### src/hdl/tap_exec_pkg.sv
`default_nettype none

package tap_exec_pkg;

	// executor states seen from the host
	typedef enum logic [7:0] {
		exec_idle          = 8'h00,
		exec_llc_ready     = 8'h10, // low-level command fetched
		exec_segment_ready = 8'h20  // next vector segment loaded
	} exec_state_t;

	// low-level commands
	localparam logic [7:0] llc_hs_trst = 8'h01;

	// scan types
	localparam logic [7:0] sxr_sdr = 8'h80;
	localparam logic [7:0] sxr_sir = 8'h81;

	localparam int SEGMENT_W = 8;
	localparam int SEG_IDX_W = $clog2(SEGMENT_W); // bit index within a segment

endpackage

`default_nettype wire

### src/hdl/tap_state_pkg.sv
`default_nettype none

package tap_state_pkg;

	// IEEE 1149.1 controller states
	typedef enum logic [3:0] {
		test_logic_reset,
		run_test_idle,
		select_dr_scan,
		capture_dr,
		shift_dr,
		exit1_dr,
		pause_dr,
		exit2_dr,
		update_dr,
		select_ir_scan,
		capture_ir,
		shift_ir,
		exit1_ir,
		pause_ir,
		exit2_ir,
		update_ir
	} tap_state_t;

	// state taken on a rising tck
	function automatic tap_state_t tap_next(input tap_state_t cur, input logic tms);
		case (cur)
			test_logic_reset: return tms ? test_logic_reset : run_test_idle;
			run_test_idle:    return tms ? select_dr_scan : run_test_idle;
			select_dr_scan:   return tms ? select_ir_scan : capture_dr;
			capture_dr:       return tms ? exit1_dr : shift_dr;
			shift_dr:         return tms ? exit1_dr : shift_dr;
			exit1_dr:         return tms ? update_dr : pause_dr;
			pause_dr:         return tms ? exit2_dr : pause_dr;
			exit2_dr:         return tms ? update_dr : shift_dr;
			update_dr:        return tms ? select_dr_scan : run_test_idle;
			select_ir_scan:   return tms ? test_logic_reset : capture_ir;
			capture_ir:       return tms ? exit1_ir : shift_ir;
			shift_ir:         return tms ? exit1_ir : shift_ir;
			exit1_ir:         return tms ? update_ir : pause_ir;
			pause_ir:         return tms ? exit2_ir : pause_ir;
			exit2_ir:         return tms ? update_ir : shift_ir;
			update_ir:        return tms ? select_dr_scan : run_test_idle;
			default:          return test_logic_reset;
		endcase
	endfunction

endpackage

`default_nettype wire
### src/hdl/tap_controller.sv
`default_nettype none

module tap_controller
	import tap_state_pkg::*;
	import tap_exec_pkg::*;
#(
	parameter int SXR_LEN_W       = 16,
	parameter int TRST_TCK_PULSES = 5
) (
	input  logic                 clk,
	input  logic                 reset,
	input  logic [7:0]           exec_state,
	input  logic [7:0]           low_level_cmd,
	input  logic [7:0]           sxr_type,
	input  logic [SXR_LEN_W-1:0] sxr_length,
	input  logic [SEGMENT_W-1:0] drv_byte,
	input  logic [SEGMENT_W-1:0] mask_byte,
	input  logic [SEGMENT_W-1:0] exp_byte,
	output logic                 tap_ready,
	output logic                 tck,
	output logic                 tms,
	output logic                 tdo,
	output logic                 trst,
	output logic                 mask_bit,
	output logic                 exp_bit,
	output tap_state_t           tap_state,
	output logic [SXR_LEN_W-1:0] bits_done
);

	logic llc_tck;
	logic llc_trst;
	logic llc_done;
	logic scan_busy;
	logic scan_tck;
	logic scan_tms;
	logic scan_tdo;
	logic seg_request;
	logic tck_rise;

	trst_sequencer #(
		.TRST_TCK_PULSES(TRST_TCK_PULSES)
	) trst_seq_i (
		.clk          (clk),
		.reset        (reset),
		.exec_state   (exec_state),
		.low_level_cmd(low_level_cmd),
		.busy         (),
		.tck          (llc_tck),
		.trst         (llc_trst),
		.done         (llc_done)
	);

	scan_sequencer #(
		.SXR_LEN_W(SXR_LEN_W)
	) scan_seq_i (
		.clk        (clk),
		.reset      (reset),
		.exec_state (exec_state),
		.sxr_type   (sxr_type),
		.sxr_length (sxr_length),
		.drv_byte   (drv_byte),
		.mask_byte  (mask_byte),
		.exp_byte   (exp_byte),
		.tap_state  (tap_state),
		.tck_rise   (tck_rise),
		.busy       (scan_busy),
		.tck        (scan_tck),
		.tms        (scan_tms),
		.tdo_bit    (scan_tdo),
		.mask_bit   (mask_bit),
		.exp_bit    (exp_bit),
		.seg_request(seg_request),
		.bits_done  (bits_done)
	);

	tap_pin_driver pin_drv_i (
		.clk        (clk),
		.reset      (reset),
		.scan_busy  (scan_busy),
		.scan_tck   (scan_tck),
		.scan_tms   (scan_tms),
		.scan_tdo   (scan_tdo),
		.llc_tck    (llc_tck),
		.llc_trst   (llc_trst),
		.llc_done   (llc_done),
		.seg_request(seg_request),
		.tck        (tck),
		.tms        (tms),
		.tdo        (tdo),
		.trst       (trst),
		.tap_ready  (tap_ready)
	);

	// follows the pins as the target sees them
	tap_state_tracker tracker_i (
		.clk     (clk),
		.reset   (reset),
		.tck     (tck),
		.tms     (tms),
		.trst    (trst),
		.state   (tap_state),
		.tck_rise(tck_rise)
	);

endmodule

`default_nettype wire

### src/hdl/tap_pin_driver.sv
`default_nettype none

module tap_pin_driver (
	input  logic clk,
	input  logic reset,
	input  logic scan_busy,
	input  logic scan_tck,
	input  logic scan_tms,
	input  logic scan_tdo,
	input  logic llc_tck,
	input  logic llc_trst,
	input  logic llc_done,
	input  logic seg_request,
	output logic tck,
	output logic tms,
	output logic tdo,
	output logic trst,
	output logic tap_ready
);

	always_ff @(posedge clk) begin
		if (!reset) begin
			tck       <= 1'b0;
			tms       <= 1'b1;
			tdo       <= 1'b0;
			trst      <= 1'b1;
			tap_ready <= 1'b1;
		end else begin
			if (scan_busy) begin
				tck  <= scan_tck;
				tms  <= scan_tms;
				tdo  <= scan_tdo;
				trst <= 1'b1;
			end else begin
				tck  <= llc_tck;
				tms  <= 1'b1; // keeps the tap in test-logic-reset during trst pulses
				tdo  <= 1'b0;
				trst <= llc_trst;
			end
			tap_ready <= !(llc_done || seg_request); // one cycle low per event
		end
	end

endmodule

`default_nettype wire

### src/hdl/scan_sequencer.sv
`default_nettype none

module scan_sequencer
	import tap_state_pkg::*;
	import tap_exec_pkg::*;
#(
	parameter int SXR_LEN_W = 16
) (
	input  logic                 clk,
	input  logic                 reset,
	input  logic [7:0]           exec_state,
	input  logic [7:0]           sxr_type,
	input  logic [SXR_LEN_W-1:0] sxr_length,
	input  logic [SEGMENT_W-1:0] drv_byte,
	input  logic [SEGMENT_W-1:0] mask_byte,
	input  logic [SEGMENT_W-1:0] exp_byte,
	input  tap_state_t           tap_state,
	input  logic                 tck_rise,
	output logic                 busy,
	output logic                 tck,
	output logic                 tms,
	output logic                 tdo_bit,
	output logic                 mask_bit,
	output logic                 exp_bit,
	output logic                 seg_request,
	output logic [SXR_LEN_W-1:0] bits_done
);

	// one tck step is set, rise, hold, decide
	typedef enum logic [2:0] {
		sc_idle,
		sc_decide,
		sc_set,
		sc_rise,
		sc_hold,
		sc_wait
	} scan_phase_t;

	scan_phase_t          phase;
	logic                 seg_ready;
	logic                 seg_q;
	logic                 go;
	logic                 in_shift;    // state before the coming rise was shift
	logic                 past_update; // rti now means the scan is over
	logic                 is_sir;
	logic                 shifting;
	logic                 counted;
	logic [SXR_LEN_W-1:0] bits_next;
	logic [SXR_LEN_W-1:0] len_m1;
	logic                 last_bit;

	assign seg_ready = exec_state == exec_segment_ready;
	assign is_sir    = sxr_type == sxr_sir;
	assign shifting  = (tap_state == shift_dr) || (tap_state == shift_ir);
	assign counted   = tck_rise && in_shift;
	assign bits_next = bits_done + SXR_LEN_W'(counted);
	assign len_m1    = sxr_length - 1'b1;
	assign last_bit  = bits_next == len_m1;

	always_ff @(posedge clk) begin
		if (!reset) begin
			phase       <= sc_idle;
			seg_q       <= 1'b0;
			go          <= 1'b0;
			tms         <= 1'b1;
			in_shift    <= 1'b0;
			past_update <= 1'b0;
			seg_request <= 1'b0;
			bits_done   <= '0;
		end else begin
			seg_q       <= seg_ready;
			go          <= seg_ready && !seg_q;
			seg_request <= 1'b0;

			case (phase)
				sc_idle: begin
					if (go) begin
						if (sxr_type == sxr_sdr || is_sir) begin
							phase       <= sc_decide;
							bits_done   <= '0;
							in_shift    <= 1'b0;
							past_update <= 1'b0;
						end else begin
							seg_request <= 1'b1; // unknown scan type
						end
					end
				end
				sc_set:  phase <= sc_rise;
				sc_rise: phase <= sc_hold;
				sc_hold: phase <= sc_decide;
				sc_wait: begin
					if (go) begin
						tms   <= bits_done == len_m1;
						phase <= sc_set;
					end
				end
				sc_decide: begin
					bits_done <= bits_next;
					in_shift  <= shifting;
					phase     <= sc_set;
					case (tap_state)
						test_logic_reset: tms <= 1'b0;
						run_test_idle: begin
							if (past_update) begin
								phase       <= sc_idle; // scan complete
								seg_request <= 1'b1;
							end else begin
								tms <= 1'b1;
							end
						end
						select_dr_scan: tms <= is_sir;
						select_ir_scan, capture_ir: begin
							if (is_sir) begin
								tms <= 1'b0;
							end else begin
								phase       <= sc_idle;
								seg_request <= 1'b1;
							end
						end
						capture_dr: begin
							if (!is_sir) begin
								tms <= 1'b0;
							end else begin
								phase       <= sc_idle;
								seg_request <= 1'b1;
							end
						end
						shift_dr, shift_ir: begin
							if (counted && bits_next[SEG_IDX_W-1:0] == '0) begin
								phase       <= sc_wait; // segment used up, tck parked low
								seg_request <= 1'b1;
							end else begin
								tms <= last_bit;
							end
						end
						exit1_dr, exit1_ir: tms <= 1'b1;
						update_dr, update_ir: begin
							tms         <= 1'b0;
							past_update <= 1'b1;
						end
						default: begin
							phase       <= sc_idle; // pause states are not scan targets
							seg_request <= 1'b1;
						end
					endcase
				end
				default: phase <= sc_idle;
			endcase
		end
	end

	assign busy = phase != sc_idle;
	assign tck  = (phase == sc_rise) || (phase == sc_hold);

	// lsb first within each segment
	assign tdo_bit  = drv_byte[bits_done[SEG_IDX_W-1:0]];
	assign mask_bit = mask_byte[bits_done[SEG_IDX_W-1:0]];
	assign exp_bit  = exp_byte[bits_done[SEG_IDX_W-1:0]];

endmodule

`default_nettype wire

### src/hdl/trst_sequencer.sv
`default_nettype none

module trst_sequencer
	import tap_exec_pkg::*;
#(
	parameter int TRST_TCK_PULSES = 5
) (
	input  logic       clk,
	input  logic       reset,
	input  logic [7:0] exec_state,
	input  logic [7:0] low_level_cmd,
	output logic       busy,
	output logic       tck,
	output logic       trst,
	output logic       done
);

	// phase 0 trst low, then 2 phases per pulse, one with trst high, one for done
	localparam int PULSE_END  = 2 * TRST_TCK_PULSES;
	localparam int LAST_PHASE = PULSE_END + 2;
	localparam int PHASE_W    = $clog2(LAST_PHASE + 1);

	logic               llc_ready;
	logic               llc_q;
	logic               go;
	logic [PHASE_W-1:0] phase;

	assign llc_ready = exec_state == exec_llc_ready;

	always_ff @(posedge clk) begin
		if (!reset) begin
			llc_q <= 1'b0;
			go    <= 1'b0;
			busy  <= 1'b0;
			phase <= '0;
		end else begin
			llc_q <= llc_ready;
			go    <= llc_ready && !llc_q; // one cycle per new command

			if (!busy) begin
				if (go && low_level_cmd == llc_hs_trst) begin
					busy  <= 1'b1;
					phase <= '0;
				end
			end else if (phase == PHASE_W'(LAST_PHASE)) begin
				busy <= 1'b0;
			end else begin
				phase <= phase + 1'b1;
			end
		end
	end

	// odd phases below PULSE_END are the high halves of the pulses
	assign tck  = busy && phase[0] && (phase < PHASE_W'(PULSE_END));
	assign trst = !busy || (phase > PHASE_W'(PULSE_END));
	assign done = busy && (phase == PHASE_W'(LAST_PHASE));

endmodule

`default_nettype wire

### src/hdl/tap_state_tracker.sv
`default_nettype none

module tap_state_tracker
	import tap_state_pkg::*;
(
	input  logic       clk,
	input  logic       reset,
	input  logic       tck,
	input  logic       tms,
	input  logic       trst,
	output tap_state_t state,
	output logic       tck_rise
);

	logic tck_q; // tck level of the previous cycle

	always_ff @(posedge clk) begin
		if (!reset) begin
			tck_q    <= 1'b0;
			state    <= test_logic_reset;
			tck_rise <= 1'b0;
		end else begin
			tck_q    <= tck;
			tck_rise <= 1'b0;
			if (!trst) begin
				state <= test_logic_reset; // async trst of the target seen on clk
			end else if (tck && !tck_q) begin
				state    <= tap_next(state, tms);
				tck_rise <= 1'b1;
			end
		end
	end

endmodule

`default_nettype wire

### config.mk
export PLATFORM = sky130hd
export DESIGN_NAME = tap_controller
export DESIGN_NICKNAME = d
export VERILOG_FILES = /design/src/hdl/tap_exec_pkg.sv /design/src/hdl/tap_state_pkg.sv /design/src/hdl/tap_controller.sv /design/src/hdl/tap_pin_driver.sv /design/src/hdl/scan_sequencer.sv /design/src/hdl/trst_sequencer.sv /design/src/hdl/tap_state_tracker.sv
export SDC_FILE = /design/constraint.sdc
export NUM_CORES = 1
export LEC_CHECK = 0
export BUFFER_PORTS_ARGS = -buffer_cell sky130_fd_sc_hd__buf_2
export CELL_PAD_IN_SITES_DETAIL_PLACEMENT = 0
export CELL_PAD_IN_SITES_GLOBAL_PLACEMENT = 1
export CORE_ASPECT_RATIO = 0.6
export CORE_MARGIN = 3
export CORE_UTILIZATION = 41
export CTS_BUF_LIST = sky130_fd_sc_hd__clkbuf_4 sky130_fd_sc_hd__clkbuf_8 sky130_fd_sc_hd__clkbuf_16
export CTS_CLUSTER_SIZE = 24
export DETAILED_ROUTE_END_ITERATION = 10
export GPL_TIMING_DRIVEN = 0
export PLACE_DENSITY_LB_ADDON = 0.1
export SYNTH_ARGS = -nofsm -noshare
export SYNTH_HDL_FRONTEND = slang
export SYNTH_SLANG_ARGS = --single-unit
### constraint.sdc
create_clock -name clk -period 6.9 [get_ports clk]
set_clock_uncertainty 0.15 [all_clocks]
set_input_delay 0.69 -clock clk [delete_from_list [all_inputs] [get_ports clk]]
set_output_delay 0.69 -clock clk [all_outputs]
set_load 0.02 [all_outputs]
## Word level (Yosys, flattened, before mapping)

Index checks and enable logic that the tools add are counted.

- Multiply operators: 0
- Bitwise operators: 1
- Shift-type cells: 0
- $add $sub $neg: 3
- Reduce and logical (&&, ||, !) cells: 43
- Equal/unequal tests: 38
- Order comparisons: 3
- Muxes and demuxes: 59
- Divide/modulo/power cells: 0

Operators by type and width:

| operator | count |
|---|---|
| 4-bit case mux with 12 select lines | 1 |
| 4-bit equality test, second input constant | 9 |
| 16-bit equality test | 2 |
| 16-bit 2-to-1 mux | 2 |
| 16-bit case mux with 2 select lines | 1 |
| 4-bit 2-to-1 mux | 7 |
| 1-bit 2-to-1 mux | 25 |
| 3-bit 2-to-1 mux | 6 |
| 3-bit case mux with 6 select lines | 1 |
| 16-bit by 1-bit adder with 16-bit output | 1 |
| 4-bit by 3-bit equality test with 1-bit output, second input constant | 4 |
| 8-bit equality test, second input constant | 2 |
| 16-bit by 1-bit subtractor with 16-bit output, second input constant | 1 |
| 3-bit case mux with 5 select lines | 1 |
| 2-bit OR reduction | 7 |
| 2-bit 2-to-1 mux | 6 |
| 1-bit binary-select mux with 3-bit select | 3 |
| 1-bit logical AND | 9 |
| 3-bit != test, second input constant | 3 |
| 4-bit by 2-bit equality test with 1-bit output, second input constant | 2 |
| 8-bit by 1-bit equality test with 1-bit output, second input constant | 1 |
| 8-bit by 5-bit equality test with 1-bit output, second input constant | 1 |
| 8-bit by 6-bit equality test with 1-bit output, second input constant | 1 |
| 8-bit by 7-bit != test with 1-bit output, second input constant | 1 |
| 27 further kinds | 50 |

- Flip-flop bits (word level): 43
- Bits in latches: 0
- Logic and storage cells: 167
- Input port bits: 66
- Output and inout port bits: 27
- Memory bits (writable): 0
- ROM bits: 0
- Memories kept: 0

## Logic depth before layout (Yosys ltp)

- Depth after elaboration: 7
- Mapped depth: 10
- Gate-level depth less buffers: 10

## Cells and area by module

A second synthesis with hierarchy kept.

- Cells, all modules: 447
- Area, all modules: 3568.4 um2

By module, submodules not included:

| module | area an instance (um2) | seq. area each (um2) | cells an instance | times used |
|---|---|---|---|---|
| scan_sequencer | 2602.5 | 500.5 | 333 | 1 |
| tap_state_tracker | 424.2 | 120.1 | 56 | 1 |
| trst_sequencer | 397.9 | 140.1 | 46 | 1 |
| tap_pin_driver | 143.9 | 100.1 | 12 | 1 |

## Worst setup path before layout

OpenSTA, ideal clock, no wires.

- Kind: in2reg
- From: in sxr_length[0]
- To: reg scan_seq_i.tms
- Buffers on the path: 1
- Library setup time: 0.077 ns
- Arrival: 2.619 ns
- Slack: 4.054 ns
- Cell stages on the path: 10
- Required time: 6.673 ns
- Path through: inv_1 -> ha_1 -> or3b_1 -> buf_2 -> or4_4 -> nand3_2 -> nand4_1 -> nor4_1 -> nand4_1 -> a41oi_2

- Longest elaborated chain between the ends: 5

Ends and longest elaborated chain:

| item | RTL line | text |
|---|---|---|
| from (decl) | tap_controller.sv:15 | `input logic [SXR_LEN_W-1:0] sxr_length,` |
| 16-bit by 1-bit subtractor with 16-bit output (*) | scan_sequencer.sv:57 | `assign len_m1 = sxr_length - 1'b1;` |
| 16-bit equality test | scan_sequencer.sv:58 | `assign last_bit = bits_next == len_m1;` |
| 1-bit 2-to-1 mux | scan_sequencer.sv:129 | `if (counted && bits_next[SEG_IDX_W-1:0] == '0) begin` |
| 1-bit case mux with 7 select lines | scan_sequencer.sv:101 | `case (tap_state)` |
| 1-bit case mux with 2 select lines (*) | scan_sequencer.sv:75 | `case (phase)` |
| to (signal assigned) | scan_sequencer.sv:93 | `tms <= bits_done == len_m1;` |
| to (signal assigned) | scan_sequencer.sv:111 | `select_dr_scan: tms <= is_sir;` |
| to (signal assigned) | scan_sequencer.sv:133 | `tms <= last_bit;` |
| to (decl) | scan_sequencer.sv:21 | `output logic tms,` |

Every way passes the cells marked *; elsewhere a longest branch is shown, timed or not. The select of a mux whose other input is x is not followed.
A chain may end at the register's enable or synchronous reset.

## Final worst setup path

- From: in sxr_type[5]
- To: reg scan_seq_i.bits_done[10]

- Longest elaborated chain between the ends: 4

Ends and longest elaborated chain:

| item | RTL line | text |
|---|---|---|
| from (decl) | tap_controller.sv:14 | `input logic [7:0] sxr_type,` |
| 8-bit equality test (on tied branches) | scan_sequencer.sv:78, scan_sequencer.sv:53 |  |
| 1-bit logical OR (*) | scan_sequencer.sv:78 | `if (sxr_type == sxr_sdr \|\| is_sir) begin` |
| 2-bit by 1-bit != test with 1-bit output (no source line) (*) | n/a |  |
| 3-bit AND reduction (no source line) (*) | n/a |  |
| to (signal assigned) | scan_sequencer.sv:98 | `bits_done <= bits_next;` |
| to (decl) | scan_sequencer.sv:26 | `output logic [SXR_LEN_W-1:0] bits_done` |

Every way passes the cells marked *; elsewhere a longest branch is shown, timed or not.

==> run_results.csv <==
group,metric,value,unit
outcome,status,"complete, no violations",
detailed_routing,dr.pass1.iters,5,
power_and_ir_drop,clockPowerShare,0.422,
floorplanning,start_util,0.442,
critical_path,r2r_setup_slack,4.04,ns
floorplanning,die_h,76.1,um
power_and_ir_drop,ir_drop,0.0956,mV
critical_path,path_cells,"buf_2, or4b_1, nor4_1, and2_1, o21ai_2, buf_2, o21a_1, o21a_1",
detailed_routing,ant_nets,0,
yosys,ys_top_cells_by_area,"dfxtp_1, xnor2_1, o21ai_0",
clock_network,path_clk_slew,0.07,ns
power_and_ir_drop,p_int,0.435,mW
detailed_routing,viasPerCell,5.67,
critical_path,cp_num_buf_inv,2,
critical_path,cp_data_required_time,6.94,ns
place,io_buffers,91,
detailed_routing,via_count,3552,
power_and_ir_drop,power_density,145,nW/um2
clock_network,cts_tree,"built",
timing,final-hold-violation-count,0,
power_and_ir_drop,power.leakage,1.54,nW
yosys,ys_async_sr_fraction,0,
power_and_ir_drop,switchingPower,0.158,mW
global_route,grt_pass1_vias,3059,
power_and_ir_drop,seq_power_share,0.423,
place,hpwl,7.76,mm
yosys,synth_nets,495,
finish,nets,593,
critical_path,critPathArrivalTime,3.09,ns
floorplanning,die_w,123,um
clock_network,clkSinkCount,43,
timing,timing.hold.ws,0.239,ns
yosys,ys_top_cells_by_count,"dfxtp_1, nor2_1, o21ai_0, xnor2_1, nand2_1",
floorplanning,fp-row-count,24,
yosys,synth_top_area_cell,"dfxtp_1",
clock_network,postCtsSetupBuffers,0,
global_route,grt-ovfl-total,0,
critical_path,cp-start-kind,"input port",
floorplanning,io_pins,93,
timing,setup_viol,0,
yosys,ys_types,62,
global_route,grt_max_degree,15,
timing,fin_crit_sh,0.443,
critical_path,critPathCaptureType,"flop",
yosys,synth-seq-area-share,0.257,
detailed_routing,drtIter0Drc,295,
power_and_ir_drop,p_total,0.593,mW
hold_path,min_path_type,"flop to flop",
critical_path,path_max_fanout,10,
floorplanning,die_area,9340,um2
power_and_ir_drop,switching_share,0.266,
clock_network,cts-hold-fix-buffers,0,
yosys,synth_top_area_frac,0.257,
global_route,grt_antenna_before_repair,0,
yosys,syn_avg_cell_area,7.93,um2
global_route,grt_pass1_wl,15.7,mm
yosys,synth_area,3360,um2
clock_network,cts-root-buf,"clkbuf_16",
place,place_area,3940,um2
yosys,synth_edf_count,0,
flow_run,drv_cap,0,
critical_path,path_class,"input port to flop",
critical_path,cp_top_family,"simple AND/OR/NAND/NOR gates",
finish,drive_gt1_frac,0.236,
yosys,synth_flop_cell,"dfxtp_1",
timing,timing.fmax,0.327,GHz
timing,period_minus_slack,3.06,ns
yosys,ys_seq_elements,43,
critical_path,slowest_stage,"nor4_1",
finish,area_delta_synth_final,22.1,%
clock_network,numCtsBuffers,5,
critical_path,slowest_delay,0.72,ns
yosys,netlist_instances,423,
detailed_routing,route.detailed.drc,0,
clock_network,cts.htree.levels,2,
timing,rsz0062_at_grt,"false",
detailed_routing,wire_per_inst,15.9,um
clock_network,insertion_delay,0.29,ns
floorplanning,core,7600,um2
detailed_routing,totalWireLength,9.97,mm
clock_network,cts_resized,0,
timing,slew_viol_final,0,
yosys,synth_most_common_cell,"dfxtp_1",
clock_network,clockBufferDepth,2,
place,gp_congestion,0.831,
global_route,grt_use_total,0.208,
power_and_ir_drop,p_comb_frac,0.155,
timing,max_slew_margin,0.379,
timing,worstMarginPinSlew,0.924,ns
timing,finalSetupTns,0,ns
yosys,yosysWarnings,0,
finish,num_antenna_cells,0,
finish,final_area,4100,um2
[registers in the layout, indices dropped and copies added, names as in the netlist, 3 cells and up]
name,count
trst_seq_i.phase,4
scan_seq_i.bits_done,16
tracker_i.state,4
scan_seq_i.phase,3
[cell usage in the layout, fill, tap and decap left out, types with 3 or more instances in the layout]
| cell type | count |
|---|---|
| buf_2 | 94 |
| dfxtp_1 | 43 |
| nor2_1 | 33 |
| o21ai_0 | 32 |
| xnor2_1 | 30 |
| nand2_1 | 29 |
| a21oi_1 | 23 |
| clkbuf_1 | 19 |
| nand3_1 | 16 |
| nor2b_1 | 13 |
| xor2_1 | 13 |
| nand4_1 | 11 |
| and2_1 | 10 |
| inv_1 | 10 |
| nor3_1 | 9 |
| nor3b_1 | 8 |
| nor4_1 | 8 |
| a21boi_0 | 7 |
| a31oi_1 | 7 |
| mux4_2 | 6 |
| or3_1 | 6 |
| ha_1 | 6 |
| o21a_1 | 5 |
| and3_1 | 5 |
| nor4b_1 | 5 |
| a211o_1 | 5 |
| clkbuf_16 | 5 |
| nand2b_1 | 4 |
| and4_1 | 4 |
| or4_1 | 4 |
| a22oi_1 | 4 |
| o31ai_1 | 4 |
| o211ai_1 | 4 |
| a21o_1 | 3 |
[power by group through the flow]
| stage | sequential, mW | clock [mW] | combinational [mW] |
|---|---|---|---|
| 3_5_place_dp | 0.257 | 0 | 0.0910 |
| 4_1_cts | 0.251 | 0.254 | 0.0916 |
| 6_report | 0.251 | 0.250 | 0.0919 |
| 3_3_place_gp | 0.257 | 0 | 0.0888 |
| 2_1_floorplan | 0.257 | 0 | 0.0519 |
| 5_1_grt | 0.251 | 0.263 | 0.101 |
[worst paths after layout]
path | from | end | depth (start not counted)
worst min-delay path | scan_seq_i.seg_q$_SDFF_PN0_ | scan_seq_i.go$_SDFF_PN0_ | 1
worst min register to register | scan_seq_i.seg_q$_SDFF_PN0_ | scan_seq_i.go$_SDFF_PN0_ | 1
worst max-delay path | sxr_type[5] | scan_seq_i.bits_done[10]$_SDFFE_PN0P_ | 8
worst max register to register | tracker_i.tck_rise$_SDFF_PN0_ | scan_seq_i.tms$_SDFFE_PN1P_ | 9
[layout make-up]
class | instances | area (um2)
Buffer | 24 | 93.8
Clock buffer | 6 | 139
Clock inverter | 2 | 16.3
Fill cell | 736 | 3500
Inverter | 10 | 37.5
Multi-Input combinational cell | 346 | 2360
Sequential cell | 43 | 861
Tap cell | 104 | 130
Timing Repair Buffer | 91 | 455
[cell families after synthesis]
group / synth area share
AOI/OAI and AO/OA: 0.205
xor gates and xnor gates: 0.119
adders and majority gates: 0.0224
buffers and inverters: 0.0392
DFF: 0.257
muxes: 0.0500
and+or+nand+nor: 0.308
[worst register-to-register path: stages (launching register included)]
cell and delay, ns:
dfxtp_1 0.31, and2_1 0.15, ha_1 0.19, ha_1 0.32, nor4bb_1 0.38, a31oi_1 0.13, o311ai_0 0.47, a311oi_1 0.28
nor3b_1 0.28, a41oi_2 0.05
[metrics by stage]
stage          setup WS (ns)   util  cells
2_1_floorplan           4.05      -    423
3_3_place_gp            3.68  0.519    618
4_1_cts                 3.90  0.539    626
3_5_place_dp            3.60  0.519    618
5_1_grt                 3.70  0.539    626
6_report                3.84  0.539    626
[layer usage]
metal  vias to the layer above  global-route usage  share of wire
met4                         0              0.0346         0.0068
li1                       1748                   -              -
met1                      1664               0.332           0.52
met5                         -                   0              0
met2                       133               0.277           0.38
met3                         7              0.0519          0.099
Note: power is estimated with default switching activity, not from simulation.
